File: config.mk
export PLATFORM = sky130hd
export DESIGN_NAME = cpu_port
export DESIGN_NICKNAME = d
export VERILOG_FILES = /design/src/source/pet_bus_pkg.sv /design/src/source/cpu_port.sv
export SDC_FILE = /design/constraint.sdc
export NUM_CORES = 1
export LEC_CHECK = 0
export BUFFER_PORTS_ARGS = -buffer_cell sky130_fd_sc_hd__buf_2
export CORE_UTILIZATION = 43
export DETAILED_ROUTE_END_ITERATION = 6
export PLACE_DENSITY = 0.83
export RECOVER_POWER = 100
export SLEW_MARGIN = 10
export SYNTH_ARGS = -nofsm -noshare
export SYNTH_HDL_FRONTEND = slang
export SYNTH_SLANG_ARGS = --single-unit
File: constraint.sdc
create_clock -name clk16_i -period 1.3 [get_ports clk16_i]
set_input_delay 0.26 -clock clk16_i [delete_from_list [all_inputs] [get_ports clk16_i]]
set_output_delay 0.26 -clock clk16_i [all_outputs]
set_load 0.02 [all_outputs]
File: src/source/pet_bus_pkg.sv
/*
 * PET shared bus definitions
 * Request, response and slot types used by the timing block, the
 * SPI and CPU ports and the bus arbiter, plus the frame constants.
 */
package pet_bus_pkg;

    // full 16-bit address as seen by SPI host and CPU
    localparam int BUS_ADDR_W = 16;

    // one bus frame, 8 slots of setup + strobe
    localparam int FRAME_CLKS = 16;

    // slot ownership
    localparam logic [2:0] SPI_SLOT = 3'd0;
    localparam logic [2:0] CPU_SLOT = 3'd7;

    // one access request
    typedef struct packed {
        logic                  valid;
        logic                  we;
        logic [BUS_ADDR_W-1:0] addr;
        logic [7:0]            wdata;
    } bus_req_t;

    // completion of one access
    // ack is a single clock pulse, rdata is the old RAM content
    typedef struct packed {
        logic       ack;
        logic [7:0] rdata;
    } bus_resp_t;

    // current position within the frame
    typedef struct packed {
        logic [2:0] slot;
        logic       setup;
        logic       strobe;
    } slot_t;

endpackage

File: src/source/cpu_port.sv
/*
 * CPU port
 * Samples the CPU request just before the CPU slot so the address is
 * stable through the access, and holds the last returned byte as the
 * value on the CPU data bus between accesses.
 */
module cpu_port (
    input  logic                   clk16_i,
    input  logic                   rst_n_i,
    input  pet_bus_pkg::slot_t     slot_i,
    input  pet_bus_pkg::bus_req_t  cpu_req_i,
    input  pet_bus_pkg::bus_resp_t resp_i,
    output logic [7:0]             cpu_rdata_o,
    output pet_bus_pkg::bus_req_t  req_o
);

    // slot just before the be window
    localparam logic [2:0] CAPTURE_SLOT = pet_bus_pkg::CPU_SLOT - 3'd2;

    logic                  capture;
    logic                  valid_q;
    logic [7:0]            rdata_q;
    pet_bus_pkg::bus_req_t req_q;

    // edge that ends count 11, i.e. start of slot 6
    assign capture = slot_i.strobe & (slot_i.slot == CAPTURE_SLOT);

    always_ff @(posedge clk16_i or negedge rst_n_i) begin
        if (!rst_n_i) begin
            valid_q <= 1'b0;
        end else if (capture) begin
            valid_q <= cpu_req_i.valid;
        end
    end

    // address and data, held through slots 6 and 7
    always_ff @(posedge clk16_i) begin
        if (capture) begin
            req_q <= cpu_req_i;
        end
    end

    // data bus value, taken on the ack clock for reads and writes
    always_ff @(posedge clk16_i or negedge rst_n_i) begin
        if (!rst_n_i) begin
            rdata_q <= '0;
        end else if (resp_i.ack) begin
            rdata_q <= resp_i.rdata;
        end
    end

    always_comb begin
        req_o       = req_q;
        req_o.valid = valid_q;
    end

    assign cpu_rdata_o = rdata_q;

endmodule

==> results.sh <==
export IMPL_status="finished clean"
export IMPL_cpLargestDelayFamily="flip-flops"
export IMPL_synthXorXnorAreaFrac_pct=0
export IMPL_clockBufferDepth=2
export IMPL_gp_congestion=0.650
export IMPL_detail_route_antenna_nets=0
export IMPL_fillers=182
export IMPL_drc_errors=0
export IMPL_seqPwrFrac_pct=62.9
export IMPL_synth_flop_cell="edfxtp_1"
export IMPL_crit_fanout=2
export IMPL_die_area_sq_um=2770
export IMPL_synth_most_common_cell="edfxtp_1"
export IMPL_die_w_microns=52.7
export IMPL_grt_max_degree=17
export IMPL_power_density_nw_per_um2=1300
export IMPL_io_buffer_count=74
export IMPL_synth_top_family_by_area="multiplexers"
export IMPL_p_int_mw=1.52
export IMPL_critical_path_buf_inv_count=1
export IMPL_drv_slew=0
export IMPL_postCtsSetupBuffers=0
export IMPL_cp_end_kind="output pin"
export IMPL_grt_pass1_vias=749
export IMPL_synth_compound_area_share_pct=0
export IMPL_p_switching_mw=0.463
export IMPL_synth_area_mux_share_pct=9.52
export IMPL_crit_chain="clkbuf_1"
export IMPL_final_area_sq_um=1520
export IMPL_placed_area_sq_um=1530
export IMPL_fin_nets=170
export IMPL_cts_tree="built"
export IMPL_clkTransAtPathRegs_ns=0.10
export IMPL_synth_warnings=0
export IMPL_yosysTopAreaCell="edfxtp_1"
export IMPL_yosysUniqueCellTypes=7
export IMPL_hold_path_class="input port to register"
export IMPL_cts_num_sinks=34
export IMPL_rsz0062_at_grt="false"
export IMPL_antenna_found_initial=0
export IMPL_via_per_inst=4.51
export IMPL_power_frac_clock_pct=26.0
export IMPL_whs_ns=0.106
export IMPL_synthSimpleGateAreaFrac_pct=0.907
export IMPL_synth_area_sq_um=1100
export IMPL_synth_edf_count=25
export IMPL_critical_path_class="register to output pin"
export IMPL_tns_ns=0
export IMPL_root_buffer="clkbuf_4"
export IMPL_antennaDiodeCount=0
export IMPL_worst_slew_pin_slew_ns=0.528
export IMPL_die_y_microns=52.7
export IMPL_drtPass1Iterations=4
export IMPL_synthDominantCellAreaShare_pct=68.0
export IMPL_hold_viol=0
export IMPL_grt_pass1_wl_microns=3290
export IMPL_crit_required_ns=1.04
export IMPL_clk_latency_ns=0.31
export IMPL_htreeDepth=2
export IMPL_synth_ff_latch_count=34
export IMPL_maxSlewHeadroom_pct=64.8
export IMPL_worst_path_max_delay_cell="dfrtp_1"
export IMPL_max_stage_delay_ns=0.36
export IMPL_fin_crit_ns=1.19
export IMPL_areaGrowthSynthToFinish_pct=37.6
export IMPL_start_util_pct=47.6
export IMPL_ys_async_sr_fraction_pct=26.5
export IMPL_min_period_over_period_pct=91.4
export IMPL_wire_per_inst_microns=14.3
export IMPL_startpoint_type="register"
export IMPL_clock_skew_ns=0
export IMPL_synth_common_cells="edfxtp_1, dfrtp_1, mux2_1"
export IMPL_synth_cells=46
export IMPL_core_sq_um=2320
export IMPL_setup_viol=0
export IMPL_synth_nets=88
export IMPL_synthAdderAreaFrac_pct=0
export IMPL_p_leak_nw=0.613
export IMPL_cts_buffers=5
export IMPL_switching_share_pct=23.4
export IMPL_ir_worst_vdd_uv=798
export IMPL_overflow=0
export IMPL_via_count=708
export IMPL_synthTopCellsByArea="edfxtp_1, dfrtp_1, mux2_1"
export IMPL_finalWirelength_microns=2250
export IMPL_groute_usage_overall_pct=18.0
export IMPL_cts_resized_gates=0
export IMPL_worstPathArrival_ns=0.93
export IMPL_ctsHoldBuffers=1
export IMPL_rows=17
export IMPL_ios=76
export IMPL_fmax_mhz=842
export IMPL_p_comb_share_pct=11.1
export IMPL_fin_util_pct=65.5
export IMPL_maxCapViolCount=0
export IMPL_drive_gt1_share_pct=36.4
export IMPL_dr_first_iter_drc_count=5
export IMPL_avgSynthCellArea_sq_um=24.0
export IMPL_seq_area_frac_synth_pct=88.4
==> layout make-up <==
type                            instances  area, sq um  area share, %
Clock inverter                          1         3.75          0.247
Multi-Input combinational cell         10          111           7.33
Sequential cell                        34          976           64.3
Tap cell                               28         35.0           2.31
Clock buffer                            7         45.0           2.97
Timing Repair Buffer                   77          348           22.9
==> cells in the final DEF, fill, tap and decap left out <==
| cell type | count |
|---|---|
| and4b_1 | 1 |
| buf_2 | 39 |
| clkbuf_1 | 36 |
| clkbuf_2 | 3 |
| clkbuf_4 | 5 |
| clkinv_1 | 1 |
| dfrtp_1 | 9 |
| dlygate4sd3_1 | 1 |
| edfxtp_1 | 25 |
| mux2_1 | 9 |
==> through the flow <==
stage	cells	setup slack [ns]	power (mW)
6_report	157	0.112	1.98
3_5_place_dp	148	0.104	1.51
2_1_floorplan	46	0.00111	1.39
5_1_grt	157	0.0589	2.07
3_3_place_gp	148	0.121	1.50
4_1_cts	157	0.141	2.03
==> state kept, by name, indices dropped and copies added (netlist names) <==
signal       count
req_o           25
valid_q          1
cpu_rdata_o      8
==> power by group through the flow <==
stage | sequential, mW | combinational (mW) | clock, mW
2_1_floorplan | 1.33 | 0.0596 | 0
3_3_place_gp | 1.27 | 0.234 | 0
3_5_place_dp | 1.27 | 0.244 | 0
4_1_cts | 1.25 | 0.246 | 0.536
5_1_grt | 1.25 | 0.236 | 0.579
6_report | 1.25 | 0.220 | 0.515
==> path summary, 6_finish.rpt <==
path / endpoint / start / slack (ns) / depth (start not counted)
worst min register to register: cpu_rdata_o[1] / cpu_rdata_o[1] / 0.49 / 1
worst max-delay path: cpu_rdata_o[0] / cpu_rdata_o[0] / 0.11 / 1
max in group asynchronous: cpu_rdata_o[7] / rst_n_i / 0.51 / 2
min in group asynchronous: cpu_rdata_o[5] / rst_n_i / 0.42 / 2
worst min-delay path: req_o[20] / cpu_req_i[20] / 0.11 / 1
worst max register to register: cpu_rdata_o[0] / cpu_rdata_o[0] / 0.50 / 1
==> per-layer routing <==
metal / vias up / global-route usage (%) / share of wire [%]
met2: 29 / 33.3 / 58
met4: 0 / 9.65 / 1.5
met5: - / 0 / 0
li1: 339 / - / -
met3: 4 / 5.51 / 4.5
met1: 336 / 17.5 / 36
==> cells by family after synthesis <==
kind of cell / count (synthesis)
flip-flops: 34
multiplexers: 9
buffers and inverters: 2
AND/OR/NAND/NOR: 1
(Power assumes the default switching activity.)
