File: src/source/pet_bus_pkg.sv
/*
 * PET shared bus definitions
 * Request, response and slot types used by the timing block, the
 * SPI and CPU ports and the bus arbiter, plus the frame constants.
 */
package pet_bus_pkg;

    // full 16-bit address as seen by SPI host and CPU
    localparam int BUS_ADDR_W = 16;

    // one bus frame, 8 slots of setup + strobe
    localparam int FRAME_CLKS = 16;

    // slot ownership
    localparam logic [2:0] SPI_SLOT = 3'd0;
    localparam logic [2:0] CPU_SLOT = 3'd7;

    // one access request
    typedef struct packed {
        logic                  valid;
        logic                  we;
        logic [BUS_ADDR_W-1:0] addr;
        logic [7:0]            wdata;
    } bus_req_t;

    // completion of one access
    // ack is a single clock pulse, rdata is the old RAM content
    typedef struct packed {
        logic       ack;
        logic [7:0] rdata;
    } bus_resp_t;

    // current position within the frame
    typedef struct packed {
        logic [2:0] slot;
        logic       setup;
        logic       strobe;
    } slot_t;

endpackage

File: src/source/spi_port.sv
/*
 * SPI host port
 * One-entry request holder between the SPI host and the shared bus.
 * Takes a request under valid/ready, keeps it until the arbiter acks
 * it in the SPI slot, then returns the read data and reopens.
 */
module spi_port (
    input  logic                   clk16_i,
    input  logic                   rst_n_i,
    input  logic                   spi_valid_i,
    input  pet_bus_pkg::bus_req_t  spi_req_i,
    input  pet_bus_pkg::bus_resp_t resp_i,
    output logic                   spi_ready_o,
    output logic [7:0]             spi_rdata_o,
    output pet_bus_pkg::bus_req_t  req_o
);

    logic                  ready_q;
    logic                  pend_q;
    logic [7:0]            rdata_q;
    pet_bus_pkg::bus_req_t hold_q;
    logic                  accept;

    // handshake completes on this edge
    assign accept = spi_valid_i & ready_q;

    // ready drops on acceptance, comes back with the ack
    // accept and ack never overlap since ready is low while pending
    always_ff @(posedge clk16_i or negedge rst_n_i) begin
        if (!rst_n_i) begin
            ready_q <= 1'b1;
            pend_q  <= 1'b0;
            rdata_q <= '0;
        end else if (accept) begin
            ready_q <= 1'b0;
            pend_q  <= 1'b1;
        end else if (resp_i.ack) begin
            ready_q <= 1'b1;
            pend_q  <= 1'b0;
            rdata_q <= resp_i.rdata;
        end
    end

    // request payload, host valid bit is not used
    always_ff @(posedge clk16_i) begin
        if (accept) begin
            hold_q <= spi_req_i;
        end
    end

    // valid comes from the pending flag
    always_comb begin
        req_o       = hold_q;
        req_o.valid = pend_q;
    end

    assign spi_ready_o = ready_q;
    assign spi_rdata_o = rdata_q;

endmodule

File: config.mk
export PLATFORM = sky130hd
export DESIGN_NAME = spi_port
export DESIGN_NICKNAME = d
export VERILOG_FILES = /design/src/source/pet_bus_pkg.sv /design/src/source/spi_port.sv
export SDC_FILE = /design/constraint.sdc
export NUM_CORES = 1
export LEC_CHECK = 0
export BUFFER_PORTS_ARGS = -buffer_cell sky130_fd_sc_hd__buf_4
export CORE_MARGIN = 1.5
export CORE_UTILIZATION = 44
export DETAILED_ROUTE_END_ITERATION = 8
export PLACE_DENSITY = 0.83
export SLEW_MARGIN = 20
export SYNTH_ARGS = -nofsm -noshare
export SYNTH_HDL_FRONTEND = slang
export SYNTH_SLANG_ARGS = --single-unit
File: constraint.sdc
create_clock -name clk16_i -period 4.1 [get_ports clk16_i]
set_clock_uncertainty 0.2 [all_clocks]
set_input_delay 0.205 -clock clk16_i [delete_from_list [all_inputs] [get_ports clk16_i]]
set_output_delay 0.205 -clock clk16_i [all_outputs]
set_load 0.05 [all_outputs]
==> results.md, run 1 <==
- CTS clk-pin slew, worst paths: 0.10 ns
- Critical Path Source Type: flip-flop
- Share of the synthesized area in the top cell type: 0.654
- Primary FF master, synth: edfxtp_1
- Pwr per Cell Area: a little under 400 nW/um^2
- Core area: 2480 um^2
- Die area: 2920 um^2
- N_diodes: 0
- #FFs+latches synth: 35
- Vias per cell: 4.60
- DRT Wirelength: around 3.1 mm
- Post-synth EDFFs: 25
- Cell area after synthesis: 1150 um^2
- Unrepaired setup endpoints after global routing: false
- Reg area: between 1000 and 1500 um^2
- Chip Width: around 54 um
- Fillers: approximately 120
- Layout Nets: about 200
- RD Place Congestion: between 0.6 and 0.7
- Antenna violations before repair: 0
- Hold Vio Cnt, Final: 0
- # IOs: 73
- Setup TNS: 0 ns
- WL per Instance: ~16 um
- CP cell instances: and2_2
- Setup ws final: around 2.4 ns
- Total grt overflow: 0
- I/O Buffers: between 70 and 80
- Layout cell share with drive strength beyond 1: 0.530
- Fmax: around 600 MHz
- Initial Utilization: 0.463
- Syn Nets: a little under 90
- DRC: 0
- Number of core rows: 18
- Clk sinks: 35
- Max-cap violations: 0
- CP bufs+invs: 0
- DR iter-0 viols: 9
- Critical Path RT: roughly 3.9 ns
- Vias in the first global route: between 900 and 1000
- Final setup viols: 0
- CTS resizes: 0
- Crit path max-delay family: flip-flops
- Slew at the pin with the worst max-slew slack: 0.560 ns
- GR Util All Layers: 0.232
- Peak supply drop: between 0.0003 and 0.0004 V
- Top-count cell post-synth: edfxtp_1
- Setup CP Type: reg2reg
- Worst path max stage delay: around 0.59 ns
- Final non-filler cell total: approximately 190
- Slowest CP cell: dfstp_2
- Clk buf depth: 2
- Routed Antenna Nets: 0
- Area of the multi-input gates: 134 um^2
- Layout area overhead: 85.6%
- Fin. max-slew vios: 0
- CTS tree: yes
- Worst EP arrival: between 1 and 1.5 ns
- Top post-synthesis cells by area: edfxtp_1 (65%), dfrtp_1 (20%), mux2_2 (7.9%)
- Crit path time final: ~1.7 ns
- Max-Slew Margin vs Limit: 0.626
- Register area share after synthesis: 0.874
- Cell accounting for the most synthesized area: edfxtp_1
- # Post-CTS Setup Buffers: 0
- Mapped Avg Cell Area: around 23 um^2
- Routed via count: 893
- Pin count of the biggest net entering global routing: 27
- Worst reg2reg path startpoint: spi_ready_o$_DFFE_PN1P_
- Total number of yosys warnings: 0
- Total CTS buffers: 5
- Kind of end point of the critical path: flip-flop
- Crit path max fanout: 26
- Hold Crit Class: in2async
- Synth async-reset ratio: 0.286
- Global-route wire length before repair: about 4.4 mm
- Mapped Cells: 49
- Die Ht: roughly 54 um
- Worst skew pair latency: ~0.33 ns
- Commonest cells in the synthesized netlist: edfxtp_1 (25), dfrtp_1 (9), mux2_2 (8)
- Htree depth: 2
- Root buffer cell: clkbuf_4
- Run status: finished, final reports clean
- Distinct cells, synth: 10
- Final period util: 0.408
- Final core occ: 0.860
- Worst slack, placed: between 2 and 2.5 ns
- Placed Cells incl. Taps: between 100 and 150
- DRT Pass-1 Iters: 4
- Leakage dissipation: between 0.9 and 1 nW
- Crit. Startpoint: spi_ready_o$_DFFE_PN1P_
[cells by family after synthesis]
logic type             share of synthesized area
multiplexers                              0.0872
AO/OA/AOI/OAI                             0.0229
buffers and inverters                    0.00981
AND/OR/NAND/NOR                          0.00655
flip-flops                                 0.874
[cells in the final DEF (no fill, tap or decap)]
| master | n |
|---|---|
| dlygate4sd3_1 | 37 |
| and2_2 | 1 |
| clkbuf_4 | 5 |
| inv_1 | 1 |
| a21boi_4 | 1 |
| mux2_2 | 8 |
| clkbuf_1 | 3 |
| a21o_1 | 1 |
| buf_4 | 71 |
| mux2i_1 | 1 |
| edfxtp_1 | 25 |
| dfrtp_1 | 9 |
| dfstp_2 | 1 |
[cell type report]
cell class | instances | share of cell area
Sequential cell | 35 | 0.471
Timing Repair Buffer | 108 | 0.424
Multi-Input combinational cell | 12 | 0.0629
Clock buffer | 8 | 0.0229
Tap cell | 30 | 0.0176
Inverter | 1 | 0.00176
[state kept, by name, indices dropped and copies added (netlist names)]
register,flops
spi_rdata_o,8
pend_q,1
req_o,25
spi_ready_o,1
[power breakdown]
part           leakage (nW)  switching (W)  total [W]  internal, W
Combinational         0.558       0.000135   0.000227    0.0000919
Clock                0.0265       0.000108   0.000176    0.0000683
Sequential            0.351      0.0000134   0.000425     0.000412
Total                 0.935       0.000256   0.000828     0.000572
[metal layers]
metal / vias up / track usage / wire length, um
li1: 414 / - / -
met3: 6 / 0.0944 / 308
met5: - / 0 / 0
met4: 0 / 0.0750 / 29
met1: 411 / 0.233 / 1080
met2: 62 / 0.431 / 1690
[metrics by stage]
stage / hold slack [ns] / area (um^2) / total power, W
global route: 0.0287 / 2130 / 0.000859
finish: 0.00712 / 2130 / 0.000828
global placement: -0.163 / 1710 / 0.000622
detailed placement: -0.162 / 1710 / 0.000627
floorplan: -0.291 / 1150 / 0.000552
CTS: 0.00947 / 2130 / 0.000826
[worst paths after layout]
| kind | to | slack, ns | cells past startpoint |
|---|---|---|---|
| max | req_o[23]$_DFFE_PP_ | 2.43 | 1 |
| min | spi_rdata_o[5]$_DFFE_PN0P_ | 0.007 | 2 |
| max reg2reg | req_o[23]$_DFFE_PP_ | 2.43 | 1 |
| min reg2reg | pend_q$_DFFE_PN0P_ | 0.30 | 1 |
| max in group asynchronous | spi_ready_o$_DFFE_PN1P_ | 3.47 | 2 |
| min in group clk16_i | pend_q$_DFFE_PN0P_ | 0.30 | 1 |
[what timing repair did]
item                                    4_1_cts  5_1_grt
endpoints found under the hold margin        45        0
endpoints found under the setup margin        0        0
hold buffers                                 37        0
No activity file was read; power rests on OpenSTA's default activity.
==> run 2: changes to the inputs <==
--- a/config.mk
+++ b/config.mk
@@ -7,9 +7,9 @@
 export LEC_CHECK = 0
 export BUFFER_PORTS_ARGS = -buffer_cell sky130_fd_sc_hd__buf_4
 export CORE_MARGIN = 1.5
-export CORE_UTILIZATION = 44
+export CORE_UTILIZATION = 37
 export DETAILED_ROUTE_END_ITERATION = 8
-export PLACE_DENSITY = 0.83
+export PLACE_DENSITY = 0.74
 export SLEW_MARGIN = 20
 export SYNTH_ARGS = -nofsm -noshare
 export SYNTH_HDL_FRONTEND = slang
==> constraint.sdc (replaced) <==
create_clock -name clk16_i -period 1.35 [get_ports clk16_i]
set_clock_uncertainty 0.2 [all_clocks]
set_input_delay 0.0675 -clock clk16_i [delete_from_list [all_inputs] [get_ports clk16_i]]
set_output_delay 0.0675 -clock clk16_i [all_outputs]
set_load 0.05 [all_outputs]
==> results.md, run 2 (same netlist as run 1, synthesis figures left out) <==
- Hold WS: 0.0499 ns (+0.0427 ns)
- Pin count of the biggest net entering global routing: 11 (-59%)
- Layout cell share with drive strength beyond 1: 0.552 (+0.0218)
- Reg2reg end: req_o[12]$_DFFE_PP_
- Antenna violations before repair: 0 (unchanged)
- Final core occ: 0.765 (-0.0946)
- N_diodes: 0 (unchanged)
- Crit path time final: around 1.5 ns
- Peak supply drop: 0.000672 V (+90%)
- CP cell instances: buf_6, buf_8
- Leakage dissipation: 1.03 nW (+10%)
- Layout Nets: 209 (+4.0%)
- Worst path max stage delay: 0.65 ns (+0.06 ns)
- Core area: 3000 um^2 (+21%)
- Critical Path RT: 1.08 ns (-2.80 ns)
- Most frequent cells in the layout: buf_4 (71), dlygate4sd3_1 (38), edfxtp_1 (25)
- Max reg flops: 25 (unchanged)
- Run status: finished, violations left
- Initial Utilization: 0.382 (-0.0810)
- Fmax: 680 MHz
- Final non-filler cell total: 205 (+5.7%)
- I/O Buffers: 71 (unchanged)
- Total CTS buffers: 5 (unchanged)
- Violated checks: setup timing
- Clk buf depth: 2 (unchanged)
- Hold Crit Class: in2reg
- Die area: 3440 um^2 (+18%)
- Routed via count: 898 (+0.56%)
- Htree depth: 2 (unchanged)
- GR Util All Layers: 0.180 (-0.0518)
- Top routing layer in use: met4
- Pwr per Cell Area: 1120 nW/um^2 (+190%)
- Root buffer cell: clkbuf_4
- Routed Antenna Nets: 0 (unchanged)
- Met2 wire len: 1.54 mm (-8.7%)
- WL per Instance: 14.3 um (-10%)
- Wl on met1: 1.08 mm (+0.46%)
- Die Ht: 58.7 um (+8.5%)
- DRT Pass-1 Iters: 4 (unchanged)
- Crit path max fanout: 3 (-88%)
- Setup ws final: -0.121 ns (-2.55 ns)
- Vias in the first global route: 991 (+6.3%)
- Kind of end point of the critical path: output pin
- RD Place Congestion: 0.679 (+2.2%)
- Critical Path Source Type: flip-flop
- Placed Cells incl. Taps: 157 (+5.4%)
- Worst reg2reg path startpoint: spi_ready_o$_DFFE_PN1P_
- Crit path max-delay family: flip-flops
- Clk sinks: 35 (unchanged)
- Chip Width: 58.7 um (+8.5%)
- Vias per cell: 4.38 (-4.8%)
- Slowest CP cell: dfstp_4
- Setup CP Type: reg2out
- CTS clk-pin slew, worst paths: 0.09 ns (about the same)
- CTS tree: yes
- Worst EP arrival: 1.20 ns (-0.25 ns)
- Slew at the pin with the worst max-slew slack: 0.400 ns (-0.161 ns)
- Max-cap violations: 0 (unchanged)
- Worst skew pair latency: 0.31 ns (-0.02 ns)
- Setup TNS: -3.50 ns (-3.50 ns)
- Reg2Reg Setup Slack: -0.11 ns (-2.54 ns)
- FF-to-FF path depth: 2 (+1)
- Final setup viols: 34 (+34)
- Met3 wire length: 277 um (-10%)
- Total grt overflow: 0 (unchanged)
- Layout area overhead: 100%
- Number of core rows: 20 (+2)
- Max-Slew Margin vs Limit: 0.733 (+0.106)
- Pwr Total: 0.00257 W (+210%)
- Global-route wire length before repair: 4.43 mm (+0.61%)
- Critical path destination: spi_ready_o
- Fin. max-slew vios: 0 (unchanged)
- Unrepaired setup endpoints after global routing: true
- Hold Vio Cnt, Final: 0 (unchanged)
- DR iter-0 viols: 19 (+10)
- DRT Wirelength: 2.94 mm (-5.3%)
- # IOs: 73 (unchanged)
- DRC: 0 (unchanged)
- Final period util: 1.09
- CP bufs+invs: 2 (+2)
- Number of cells on the critical path: 2 (+1)
- Commonest non-fill, non-tap cell in the layout: buf_4
- Crit. Startpoint: spi_ready_o$_DFFE_PN1P_
-- run 2: cell types whose count changed in the layout (fill, tap and decap cells not counted), moves of 2 or more --
cell    before  now
buf_6        0    2
buf_12       0    4
mux2_2       8    0
mux2_4       0    8
-- run 2: worst min path at each step --
stage,startpoint,slack (ns),endpoint,cells past startpoint
after detailed placement,rst_n_i,-0.30,spi_rdata_o[0]$_DFFE_PN0P_,1
after global placement,rst_n_i,-0.30,spi_rdata_o[0]$_DFFE_PN0P_,1
final,spi_valid_i,0.05,spi_rdata_o[0]$_DFFE_PN0P_,4
after floorplan,rst_n_i,-0.43,pend_q$_DFFE_PN0P_,0
after global routing,spi_valid_i,0.04,spi_rdata_o[0]$_DFFE_PN0P_,4
after CTS,spi_valid_i,0.05,spi_rdata_o[7]$_DFFE_PN0P_,4
-- run 2: per-stage QoR --
step / setup slack, ns / cell area (um^2)
after floorplan: -0.221 / 1180
after global placement: -0.0791 / 1830
after detailed placement: -0.0919 / 1830
after CTS: -0.146 / 2280
after global routing: -0.166 / 2300
final: -0.121 / 2300
-- run 2: repair_timing --
action                                 CTS  global route
buffers inserted                         1             1
endpoints found under the hold margin   45             9
gates resized for setup                  3             2
hold buffers                            38             1
pin swaps                                1             1
setup endpoints to repair               33            38
-- run 2: layer usage --
layer	GRT usage	vias to the layer above
li1	-	428
met1	0.199	403
met2	0.323	63
met3	0.0571	4
met4	0.0714	0
met5	0	-
-- run 2: worst reg2reg max path: cells and delay by family (launching register included) --
| family | cells | cell delay [ns] |
|---|---|---|
| DFF | 1 | 0.65 |
| buffers and inverters | 1 | 0.14 |
| and+or+nand+nor | 1 | 0.20 |
-- run 2: final cells by class --
class | count | area (um^2)
Timing Repair Buffer | 116 | 1030
Sequential cell | 35 | 1010
Fill cell | 200 | 706
Multi-Input combinational cell | 12 | 165
Clock buffer | 7 | 45.0
Tap cell | 33 | 41.3
Clock inverter | 1 | 5.00
Inverter | 1 | 3.75
-- run 2: report_power, final --
group / switching, W / internal [W]
clock: 0.000299 / 0.000203
sequential: 0.0000446 / 0.00125
combinational: 0.000420 / 0.000352
