**config.mk**
```make
export PLATFORM = sky130hd
export DESIGN_NAME = bus_timing
export DESIGN_NICKNAME = d
export VERILOG_FILES = /design/src/source/pet_bus_pkg.sv /design/src/source/bus_timing.sv
export SDC_FILE = /design/constraint.sdc
export NUM_CORES = 1
export LEC_CHECK = 0
export BUFFER_PORTS_ARGS = -buffer_cell sky130_fd_sc_hd__buf_2
export CORE_AREA = 2 2 39 41
export DETAILED_ROUTE_END_ITERATION = 6
export DIE_AREA = 0 0 41 43
export GPL_ROUTABILITY_DRIVEN = 0
export GPL_TIMING_DRIVEN = 0
export PLACE_DENSITY = 0.44
export SYNTH_ARGS = -nofsm -noshare
export SYNTH_HDL_FRONTEND = slang
export SYNTH_SLANG_ARGS = --single-unit
```
**constraint.sdc**
```tcl
create_clock -name clk16_i -period 1.3 [get_ports clk16_i]
set_input_delay 0.195 -clock clk16_i [delete_from_list [all_inputs] [get_ports clk16_i]]
set_output_delay 0.195 -clock clk16_i [all_outputs]
set_load 0.01 [all_outputs]
```
**src/source/pet_bus_pkg.sv**
```systemverilog
/*
 * PET shared bus definitions
 * Request, response and slot types used by the timing block, the
 * SPI and CPU ports and the bus arbiter, plus the frame constants.
 */
package pet_bus_pkg;

    // full 16-bit address as seen by SPI host and CPU
    localparam int BUS_ADDR_W = 16;

    // one bus frame, 8 slots of setup + strobe
    localparam int FRAME_CLKS = 16;

    // slot ownership
    localparam logic [2:0] SPI_SLOT = 3'd0;
    localparam logic [2:0] CPU_SLOT = 3'd7;

    // one access request
    typedef struct packed {
        logic                  valid;
        logic                  we;
        logic [BUS_ADDR_W-1:0] addr;
        logic [7:0]            wdata;
    } bus_req_t;

    // completion of one access
    // ack is a single clock pulse, rdata is the old RAM content
    typedef struct packed {
        logic       ack;
        logic [7:0] rdata;
    } bus_resp_t;

    // current position within the frame
    typedef struct packed {
        logic [2:0] slot;
        logic       setup;
        logic       strobe;
    } slot_t;

endpackage

```
**src/source/bus_timing.sv**
```systemverilog
/*
 * Bus timing
 * Frame counter for the 16-clock bus frame. Decodes the slot number and
 * the setup/strobe phases, and produces the CPU bus-enable window and
 * the one-clock CPU clock pulse at the end of the CPU slot.
 */
module bus_timing (
    input  logic                clk16_i,
    input  logic                rst_n_i,
    output pet_bus_pkg::slot_t  slot_o,
    output logic                cpu_be_o,
    output logic                cpu_clk_o
);

    localparam int CNT_W = $clog2(pet_bus_pkg::FRAME_CLKS);

    // be window covers the last two slots of the frame
    localparam logic [CNT_W-1:0] BE_FIRST  = CNT_W'(pet_bus_pkg::FRAME_CLKS - 4);
    localparam logic [CNT_W-1:0] CLK_COUNT = CNT_W'(pet_bus_pkg::FRAME_CLKS - 1);

    logic [CNT_W-1:0] cnt_q;
    logic [CNT_W-1:0] cnt_d;
    logic             cpu_be_q;
    logic             cpu_clk_q;

    // natural wrap at 16
    assign cnt_d = cnt_q + 1'b1;

    always_ff @(posedge clk16_i or negedge rst_n_i) begin
        if (!rst_n_i) begin
            cnt_q <= '0;
        end else begin
            cnt_q <= cnt_d;
        end
    end

    // registered from the next count so both are clean one-clock levels
    always_ff @(posedge clk16_i or negedge rst_n_i) begin
        if (!rst_n_i) begin
            cpu_be_q  <= 1'b0;
            cpu_clk_q <= 1'b0;
        end else begin
            cpu_be_q  <= (cnt_d >= BE_FIRST);
            cpu_clk_q <= (cnt_d == CLK_COUNT);
        end
    end

    // slot = count/2, even counts setup, odd counts strobe
    always_comb begin
        slot_o.slot   = cnt_q[CNT_W-1:1];
        slot_o.setup  = ~cnt_q[0];
        slot_o.strobe = cnt_q[0];
    end

    assign cpu_be_o  = cpu_be_q;
    assign cpu_clk_o = cpu_clk_q;

endmodule

```
==> results list, run 1 <==
- Critical R2R Capture: cpu_be_o
- Total of flip-flops plus latches after synthesis: 6
- After synthesis, the most frequently instantiated cells are 6 x sky130_fd_sc_hd__dfrtp_1, 2 x sky130_fd_sc_hd__ha_1, 2 x sky130_fd_sc_hd__inv_1, 2 x sky130_fd_sc_hd__nand2_1, 2 x sky130_fd_sc_hd__nand3_1.
* Horiz. Die Dim: 41 microns
- Reg2Reg Launch Point: cnt_q[0]
* Netlist area before placement: 280 sq um
* Sequential cell area fraction in the yosys report: 0.536
- Setup repair after global routing left no endpoint under its margin.
- Once placement finished, the instance area stood at 340 sq um.
- The tree built by TritonCTS fans out to 6 sinks.
- Worst Setup Slack post-DPL: 72.7 ps
- Of all nets on the critical path, the largest fanout is 6.
- After detailed routing, the total wire length is 499 microns.
- GRT overflow: 0
- Clk slew on worst S/H paths: 50 ps
- Data on the critical path is required at its endpoint by 1420 ps.
* Total via count after detailed routing: 199
- The initial antenna violation count came to 0.
- Area growth from synthesis to layout: 33.0%
- The worst setup path is launched from a flop.
* Critical path class: flop to flop
- Core Rows: 14
- Cell area power density: 990 mW/mm^2
- Aggregate negative setup slack: 0 ps
- When the netlist entered floorplanning its net count stood at 27.
- Number of nets with antenna violations after detailed routing: 0
* Buffers inserted by post-CTS timing repair: 0
- Measured on the finished design, the core utilization comes to 0.269.
* TritonCTS clock tree: built
* H-tree lvl count: 1
- Final hold violations: 0
- F_max: 816 MHz
- The most used flip-flop cell after synthesis is sky130_fd_sc_hd__dfrtp_1.
- Library cell occupying the most area in the post-synthesis netlist: sky130_fd_sc_hd__dfrtp_1
* Std-Cell Core Area: 0.00138 sq mm
* Number of maximum-capacitance constraint violations: 0
- Setup-failing EPs final: 0
- The Yosys step of the flow raised 0 warnings.
* Slack of the worst reg-to-reg path: 70 ps
- Total power: 0.369 mW
- The HPWL after detailed placement is 378 microns.
- Most area-consuming cells after synthesis: sky130_fd_sc_hd__dfrtp_1 54%, sky130_fd_sc_hd__ha_1 8.9%, sky130_fd_sc_hd__nor2b_4 4.9%
- Final #Nets: 41
- Cell area after layout: 373 sq um
* Die area: 0.00176 sq mm
* Fill cell count: 158
- Clock root cell: sky130_fd_sc_hd__clkbuf_4
* Buffer levels on the longest clock path: 2
- After layout, the worst setup slack is 74.2 ps.
- Pre-Repair DR Iteration Count: 4
- Type of the worst min-delay path: input port to async pin
- The worst pin sits at a relative slew slack of 0.878.
* Pin count of the biggest net entering global routing: 7
* Period minus WS final: 1230 ps
- DRC errors left: 0
- The worst-case IR drop observed on VDD is 0.000336 V.
- PortBufs: 8
- Max-slew violation total from the final report: 0
* Data arrival time of the critical path: 1340 ps
* Die boundary height: 43 microns
- Worst skew pair latency: 240 ps
* Starting utilization of the core area: 0.203
- The first global-routing pass estimated 834 microns of wire.
- Counting flops with a built-in enable in the synthesized netlist gives 0.
* Leakage power figure: 0.197 nW
* Outcome: finished clean
- Detailed-route vias per instance: 3.90
* Avg Cell Area, Syn: 12.2 sq um
- For this run, asynchronously set or reset flops after synthesis account for 1.00.
- Across every metal layer, demand over resource in global routing totals 0.0788.
- Synthesized instance count: 23
* Period utilisation layout: 0.943
- Number of top-level design ports: 9
- Number of antenna diodes: 0
- Starting DRT DRC Count: 3
- The number of different library cells used by synthesis comes to 14.
- In the post-synthesis netlist, the cell with the most instances is sky130_fd_sc_hd__dfrtp_1.
* Clock tree skew after final layout: 4.88 ps
- Number of global-route vias before repair: 199
- Worst-margin pin slew: 183 ps
* Routed wire length per instance: 9.78 microns
- Yosys top cell area share: 0.536
- Number of clock buffers inserted by TritonCTS: 3
- Fraction of layout cells with a size suffix above 1: 0.429
- Length in cells of the worst reg-to-reg path: 4
- STA classifies the critical path endpoint as a flop.
worst max-delay path: stages, from the launching register on:
cell and delay [ps]:
sky130_fd_sc_hd__dfrtp_1 430, sky130_fd_sc_hd__ha_1 260, sky130_fd_sc_hd__and2b_2 210, sky130_fd_sc_hd__a21oi_2 120, sky130_fd_sc_hd__mux2i_1 90
power by group:
part / leakage [nW] / switching [mW] / internal, mW
Clock: 0.0138 / 0.0704 / 0.105
Combinational: 0.103 / 0.00361 / 0.00305
Sequential: 0.0798 / 0 / 0.187
routing by layer:
layer  wire [microns]  global-route usage  vias to the layer above
li1                 -                   -                       98
met1              214              0.0852                       92
met2              238              0.0969                        9
met3               47              0.0314                        0
met4                0               0.100                        0
met5                0                   0                        -
placed cells by master (no fill, tap or decap):
master                          n
sky130_fd_sc_hd__dlygate4sd3_1  1
sky130_fd_sc_hd__mux2i_1        1
sky130_fd_sc_hd__o21ai_1        1
sky130_fd_sc_hd__buf_4          1
sky130_fd_sc_hd__ha_1           2
sky130_fd_sc_hd__or2_1          1
sky130_fd_sc_hd__nand2_1        2
sky130_fd_sc_hd__nor2b_4        1
sky130_fd_sc_hd__a21oi_2        1
sky130_fd_sc_hd__and2b_2        1
sky130_fd_sc_hd__xnor2_1        1
sky130_fd_sc_hd__nand3_1        2
sky130_fd_sc_hd__nand4bb_1      1
sky130_fd_sc_hd__dfrtp_1        6
sky130_fd_sc_hd__clkbuf_4       3
sky130_fd_sc_hd__inv_1          2
sky130_fd_sc_hd__buf_2          8
sequential cells by signal, indices dropped and copies added (netlist names):
name,cells
cpu_be_o,1
cpu_clk_o,1
cnt_q,4
final cells by class:
class                      instances  area (sq um)  share of cell area
buffer                             1          7.51              0.0201
clock buffer                       3          22.5              0.0604
inverter                           2          7.51              0.0201
multi-input combinational         14           115               0.309
sequential                         6           150               0.403
tap                               16          20.0              0.0537
timing repair buffer               9          50.0               0.134
worst max-delay path by stage:
| stage | slack, ps | endpoint | from | cells past startpoint |
|---|---|---|---|---|
| after floorplan | 90 | cnt_q[2] | cnt_q[0] | 3 |
| after global placement | 80 | cpu_be_o | cnt_q[0] | 4 |
| final | 70 | cpu_be_o | cnt_q[0] | 4 |
| after detailed placement | 70 | cpu_be_o | cnt_q[0] | 4 |
| after CTS | 60 | cpu_be_o | cnt_q[0] | 4 |
| after global routing | 2 | cpu_be_o | cnt_q[0] | 4 |
cells by family after synthesis:
group / synth area share
buffers and inverters: 0.0536
AOI/OAI and AO/OA: 0.0491
xor gates and xnor gates: 0.0313
DFF: 0.536
and+or+nand+nor: 0.205
muxes: 0.0357
adders and majority gates: 0.0893
stage by stage:
| step | hold WS (ps) | std cells |
|---|---|---|
| final | 297 | 51 |
| after global routing | 305 | 51 |
| after CTS | 301 | 51 |
| after detailed placement | 24.8 | 47 |
| after global placement | 25.9 | 47 |
| after floorplan | -101 | 23 |
what timing repair did:
action                                  4_1_cts  5_1_grt
hold buffers                                  1        0
gates resized for setup                       0        0
endpoints found under the setup margin        0        0
endpoints found under the hold margin         6        0
Power figures use the tool's default switching activity.
==> run 2, diff against run 1 <==
CAP_MARGIN = 10   (was unset)
CORE_AREA = 10 10 47 49   (was 2 2 39 41)
DIE_AREA = 0 0 57 59   (was 0 0 41 43)
PLACE_DENSITY = 0.4   (was 0.44)
==> results list, run 2 (synthesized netlist as in run 1, its figures left out) <==
- Outcome: finished clean (unchanged)
- Total wire length after detailed routing: 531 microns (was 499 microns)
- The signal arrival time at the worst endpoint was 1340 ps (about the same).
* Leakage power figure: 0.197 nW (unchanged)
- Type of the worst min-delay path: input port to async pin (unchanged)
* Cells resized by post-CTS repair: 0 (unchanged)
- The layout-stage area growth over the synthesis result was 33.0% (unchanged).
- Wire length of the first global-routing pass: 821 microns (was 834 microns)
- Maximum cell stage delay along the critical path: 420 ps (was 430 ps)
- Unrepaired setup endpoints after global routing: false (unchanged).
* PortBufs: 8 (unchanged)
* Reg2Reg Launch Point: cnt_q[0] (unchanged)
- The iteration-0 DRC count of the detailed router came to 3 (unchanged).
- Critical path class: flop to flop (unchanged)
- Worst-margin pin slew: 180 ps (was 183 ps)
- Worst Setup Slack post-DPL: 83.2 ps (was 72.7 ps)
- The worst hold slack was 305 ps (was 297 ps).
* Slack of the critical path: 82.0 ps (was 74.2 ps)
- The fraction of the cycle the final worst path needs is 0.937 (was 0.943).
- The via count of the first global-routing pass was 186 (was 199).
- Critical path capture point type: flop (unchanged)
- DRC errors left: 0 (unchanged)
* Routed wire length per instance: 10.4 microns (was 9.78 microns)
* Aggregate negative setup slack: 0 ps (unchanged)
* Starting utilization of the core area: 0.200 (was 0.203)
- Slack of the worst reg-to-reg path: 80 ps (was 70 ps)
- Clock tree skew after final layout: 0.634 ps (was 4.88 ps)
* Buffers inserted by post-CTS timing repair: 0 (unchanged)
- Die boundary height: 59 microns (was 43 microns)
* F_max: 821 MHz (was 816 MHz)
- Setup-failing EPs final: 0 (unchanged)
* Total routing resource utilization after global routing: 0.0352 (was 0.0788)
* Period minus WS final: 1220 ps (was 1230 ps)
- The total power density per cell area was 989 mW/mm^2 (was 990 mW/mm^2).
- The maximum vdd drop was 0.000405 V (was 0.000336 V).
* Leading cell type in the layout, fill and taps excluded: sky130_fd_sc_hd__buf_2 (unchanged)
- The area of combinational cells with multiple inputs came to 115 sq um (unchanged).
* First element of the critical path: cnt_q[0] (unchanged)
* FF+latch area: 150 sq um (unchanged)
* Initial antenna violation count: 0 (unchanged)
- The post-detailed-route count of antenna-violating nets is 0 (unchanged).
- Max-slew violation total from the final report: 0 (unchanged)
* Cell area after layout: 373 sq um (unchanged)
- The die footprint was 0.00336 sq mm (was 0.00176 sq mm).
- The number of clock sinks was 6 (unchanged).
- The share of post-route cells with drive strength above 1 is 0.429 (unchanged).
- Detailed-route vias per instance: 3.82 (was 3.90)
- Fill cell count: 157 (was 158)
- The root buffer cell is sky130_fd_sc_hd__clkbuf_4 (unchanged).
- Std-Cell Core Area: 0.00140 sq mm (was 0.00138 sq mm)
- Sum of buffers and inverters on the critical path: 0 (unchanged)
- Pre-Repair DR Iteration Count: 4 (unchanged)
- The largest fanout on the critical path came to 6 (unchanged).
* Length in cells of the worst reg-to-reg path: 3 (was 4)
- The total clock buffers created by CTS was 3 (unchanged).
* Number of flip-flops under the largest register name: 4 (unchanged)
* Top Family by Delay on Critical Path: simple AND/OR/NAND/NOR gates (was flip-flops)
- The clock insertion delay at the later pin of the skew report is 240 ps (about the same).
- CP Cell Sequence: ha_1 > and2b_2 > or2_1 (was ha_1 > and2b_2 > a21oi_2 > mux2i_1)
* H-tree lvl count: 1 (unchanged)
- The number of antenna diodes was 0 (unchanged).
- Clk slew on worst S/H paths: 50 ps (about the same)
- The instance area after placement is 340 sq um (unchanged).
- The capture instance of the worst register-to-register path is cnt_q[2] (was cpu_be_o).
- Most frequent cells in the layout: 8 x sky130_fd_sc_hd__buf_2, 6 x sky130_fd_sc_hd__dfrtp_1, 3 x sky130_fd_sc_hd__clkbuf_4 (unchanged).
- The normalized max-slew margin is 0.880 (was 0.878).
* Buffer levels on the longest clock path: 2 (unchanged)
- Required time of the worst setup path: 1430 ps (was 1420 ps)
- The largest net degree at the start of global routing was 7 (unchanged).
- The sum of overflow across all layers after global routing was 0 (unchanged).
- The width of the die is 57 microns (was 41 microns).
- The vias after detailed routing came to 195 (was 199).
- The top-level I/O count came to 9 (unchanged).
* Core Rows: 14 (unchanged)
- Register with the most flip-flops: cnt_q (unchanged)
- Final #Nets: 41 (unchanged)
- Number of maximum-capacitance constraint violations: 0 (unchanged)
- The number of endpoints with negative hold slack in the final report came to 0 (unchanged).
- Category of the worst setup path launch point: flop (unchanged)
* Cell with the largest stage delay on the worst path: sky130_fd_sc_hd__dfrtp_1 (unchanged)
- The CTS tree is built (unchanged).
-- run 2: power breakdown --
part	total, mW	internal [mW]	switching (mW)
registers	0.187	0.187	0
logic	0.00686	0.00306	0.00380
clock network	0.175	0.105	0.0700
total	0.369	0.295	0.0738
-- run 2: layout make-up --
class | count | area share
timing repair buffer | 9 | 0.134
buffer | 1 | 0.0201
multi-input combinational | 14 | 0.309
inverter | 2 | 0.0201
tap | 16 | 0.0537
clock buffer | 3 | 0.0604
sequential | 6 | 0.403
-- run 2: what timing repair did --
action / CTS / global route
hold buffers: 1 / 0
endpoints found under the setup margin: 0 / 0
endpoints found under the hold margin: 6 / 0
-- run 2: layer usage --
layer	track usage	share of wire	vias to the layer above
met4	0.0302	0	0
met2	0.0419	0.43	8
met1	0.0301	0.40	89
met3	0.0429	0.16	0
li1	-	-	98
met5	0	0	-
-- run 2: metrics by stage --
stage | power (mW) | utilization | instances
after floorplan | 0.190 | - | 23
after global placement | 0.195 | 0.243 | 47
after detailed placement | 0.195 | 0.243 | 47
after CTS | 0.375 | 0.266 | 51
after global routing | 0.390 | 0.266 | 51
final | 0.369 | 0.266 | 51
-- run 2: worst max-delay path by stage --
stage | end | cells past startpoint
3_3_place_gp | cpu_be_o | 4
4_1_cts | cnt_q[2] | 3
5_1_grt | cpu_be_o | 4
6_report | cnt_q[2] | 3
3_5_place_dp | cnt_q[2] | 3
2_1_floorplan | cnt_q[2] | 3
==> run 3, diff against run 2 <==
SLEW_MARGIN = 10   (was unset)
clock period = 1.13 ns   (was 1.3 ns; I/O delays follow)
==> results list, run 3 (synthesized netlist as in run 1, its figures left out) <==
* Wire length of the first global-routing pass: 1130 microns (was 821 microns)
- DRC errors left: 0 (unchanged)
- The root buffer cell is sky130_fd_sc_hd__clkbuf_4 (unchanged).
- Die area: 0.00336 sq mm (unchanged)
* Setup-failing EPs final: 2 (was 0)
- Detailed-route vias per instance: 4.04 (was 3.82)
- Number of antenna diodes: 0 (unchanged)
* Critical path capture point type: flop (unchanged)
- Hold Slack: 275 ps (was 305 ps)
* Critical path class: flop to flop (unchanged)
* Final #Nets: 45 (was 41)
- Period utilisation layout: 1.01 (was 0.937)
* Clock tree skew after final layout: 5.10 ps (was 0.634 ps)
* Number of top-level design ports: 9 (unchanged)
- The flip-flop count of the largest register after layout was 4 (unchanged).
* Std-Cell Core Area: 0.00140 sq mm (unchanged)
- The largest fanout on the critical path was 3 (was 6).
* Clk slew on worst S/H paths: 50 ps (about the same)
- The upper clock frequency limit is 876 MHz (was 821 MHz).
- Outcome: finished with violations (was finished clean).
* Total via count after detailed routing: 226 (was 195)
- The total negative slack for setup checks was -16.4 ps (was 0 ps).
- The detailed-route wire length is 620 microns (was 531 microns).
* Buffer levels on the longest clock path: 2 (unchanged)
- The post-detailed-route count of antenna-violating nets is 0 (unchanged).
- Starting utilization of the core area: 0.200 (unchanged)
- The final standard cell utilization of the core was 0.308 (was 0.266).
- The iteration-0 DRC count of the detailed router came to 5 (was 3).
- Detailed placement ended at an HPWL of 429 microns.
- Worst-margin pin slew: 174 ps (was 180 ps)
* Core Rows: 14 (unchanged)
- Normalized max-slew margin: 0.884 (was 0.880)
* GRT overflow: 0 (unchanged)
* Horiz. Die Dim: 57 microns (unchanged)
* Data arrival time of the critical path: 1260 ps (was 1340 ps)
* Type of the worst min-delay path: input port to async pin (unchanged)
- The final-report max-slew violation count is 0 (unchanged).
* Register with the most flip-flops: cnt_q (unchanged)
* Pre-Repair DR Iteration Count: 2 (was 4)
- Unrepaired setup endpoints after global routing: true (was false).
- Number of maximum-capacitance constraint violations: 0 (unchanged)
* Die boundary height: 59 microns (unchanged)
- The share of post-route cells with drive strength above 1 was 0.575 (was 0.429).
- PortBufs: 8 (unchanged)
* Slack of the critical path: -11.9 ps (was 82.0 ps)
- Category of the worst setup path launch point: flop (unchanged)
- The commonest non-fill, non-tap cell in the layout was sky130_fd_sc_hd__buf_2 (unchanged).
- Failing checks: setup timing
- Pin count of the biggest net entering global routing: 7 (unchanged)
- The number of clock sinks came to 6 (unchanged).
* Area growth from synthesis to layout: 54.0% (was 33.0%)
- Required time of the worst setup path: 1250 ps (was 1430 ps)
- The final period demand of the worst path came to 1140 ps (was 1220 ps).
* Cell area power density: 1010 mW/mm^2 (was 989 mW/mm^2)
* Routed wire length per instance: 11.1 microns (was 10.4 microns)
- Most frequent cells in the layout: 7 x sky130_fd_sc_hd__buf_2, 4 x sky130_fd_sc_hd__dfrtp_1, 4 x sky130_fd_sc_hd__buf_4, 3 x sky130_fd_sc_hd__clkbuf_4 (was 8 x sky130_fd_sc_hd__buf_2, 6 x sky130_fd_sc_hd__dfrtp_1, 3 x sky130_fd_sc_hd__clkbuf_4)
- The total clock buffers created by CTS was 3 (unchanged).
- Largest voltage drop on the vdd net: 0.000693 V (was 0.000405 V)
- The clock insertion delay at the later pin of the skew report was 240 ps (about the same).
* Length in cells of the worst reg-to-reg path: 4 (was 3)
- Number of global-route vias before repair: 292 (was 186)
* Leakage power figure: 0.215 nW (was 0.197 nW)
* Initial antenna violation count: 0 (unchanged)
- The maximum level of the CTS H-tree was 1 (unchanged).
* Total power: 0.438 mW (was 0.369 mW)
* Final hold violations: 0 (unchanged)
- The total routing resource utilization after global routing came to 0.0446 (was 0.0352).
* TritonCTS clock tree: built (unchanged)
==> run 3: cell types whose count changed in the layout (fill, tap and decap cells not counted), sizes merged <==
| cell | before | now |
|---|---|---|
| buf | 9 | 13 |
| clkbuf | 3 | 4 |
==> run 3: per-layer routing <==
| metal | vias up | share of wire | global-route usage |
|---|---|---|---|
| li1 | 107 | - | - |
| met1 | 109 | 0.38 | 0.0371 |
| met2 | 10 | 0.48 | 0.0729 |
| met3 | 0 | 0.13 | 0.0472 |
| met4 | 0 | 0 | 0.0101 |
| met5 | - | 0 | 0 |
==> run 3: final timing paths <==
| check | from | to | slack [ps] |
|---|---|---|---|
| max in group asynchronous | rst_n_i | cnt_q[0] | 700 |
| min | rst_n_i | cnt_q[3] | 270 |
| min in group clk16_i | cnt_q[3] | cnt_q[3] | 560 |
| max reg2reg | cnt_q[1] | cpu_be_o | -10 |
| max | cnt_q[1] | cpu_be_o | -10 |
| min reg2reg | cnt_q[3] | cnt_q[3] | 560 |
==> run 3: worst max-delay path, cell delays in order, from the launching register on <==
cell                      delay, ps
sky130_fd_sc_hd__dfrtp_2        440
sky130_fd_sc_hd__ha_4           180
sky130_fd_sc_hd__and2b_2        200
sky130_fd_sc_hd__a21oi_2        120
sky130_fd_sc_hd__mux2i_1         80
==> run 3: final cells by class <==
cell class / instances / area, sq um
repair buffers: 13 / 86.3
clock buffers: 4 / 26.3
well taps: 16 / 20.0
inverters: 2 / 7.51
flip-flops and latches: 6 / 153
plain buffers: 1 / 11.3
multi-input cells: 14 / 128
fillers: 155 / 970
==> run 3: through the flow <==
step	area, sq um	worst slack, ps	std cells
6_report	432	-11.9	56
5_1_grt	432	-104	56
4_1_cts	424	-21.3	56
3_5_place_dp	355	-24.4	47
3_3_place_gp	355	-12.7	47
2_1_floorplan	295	-2.91	23
==> run 3: where the power goes <==
part           switching, mW  internal (mW)
Sequential                 0          0.215
Combinational        0.00442        0.00351
Clock                 0.0804          0.134
Total                 0.0848          0.353
==> run 3: timing repair <==
action | CTS | global route
hold buffers | 1 | 0
setup endpoints to repair | 4 | 4
setup buffers | 4 | 0
endpoints found under the hold margin | 6 | 0
pin swaps | 1 | 0
resized for setup | 2 | 2
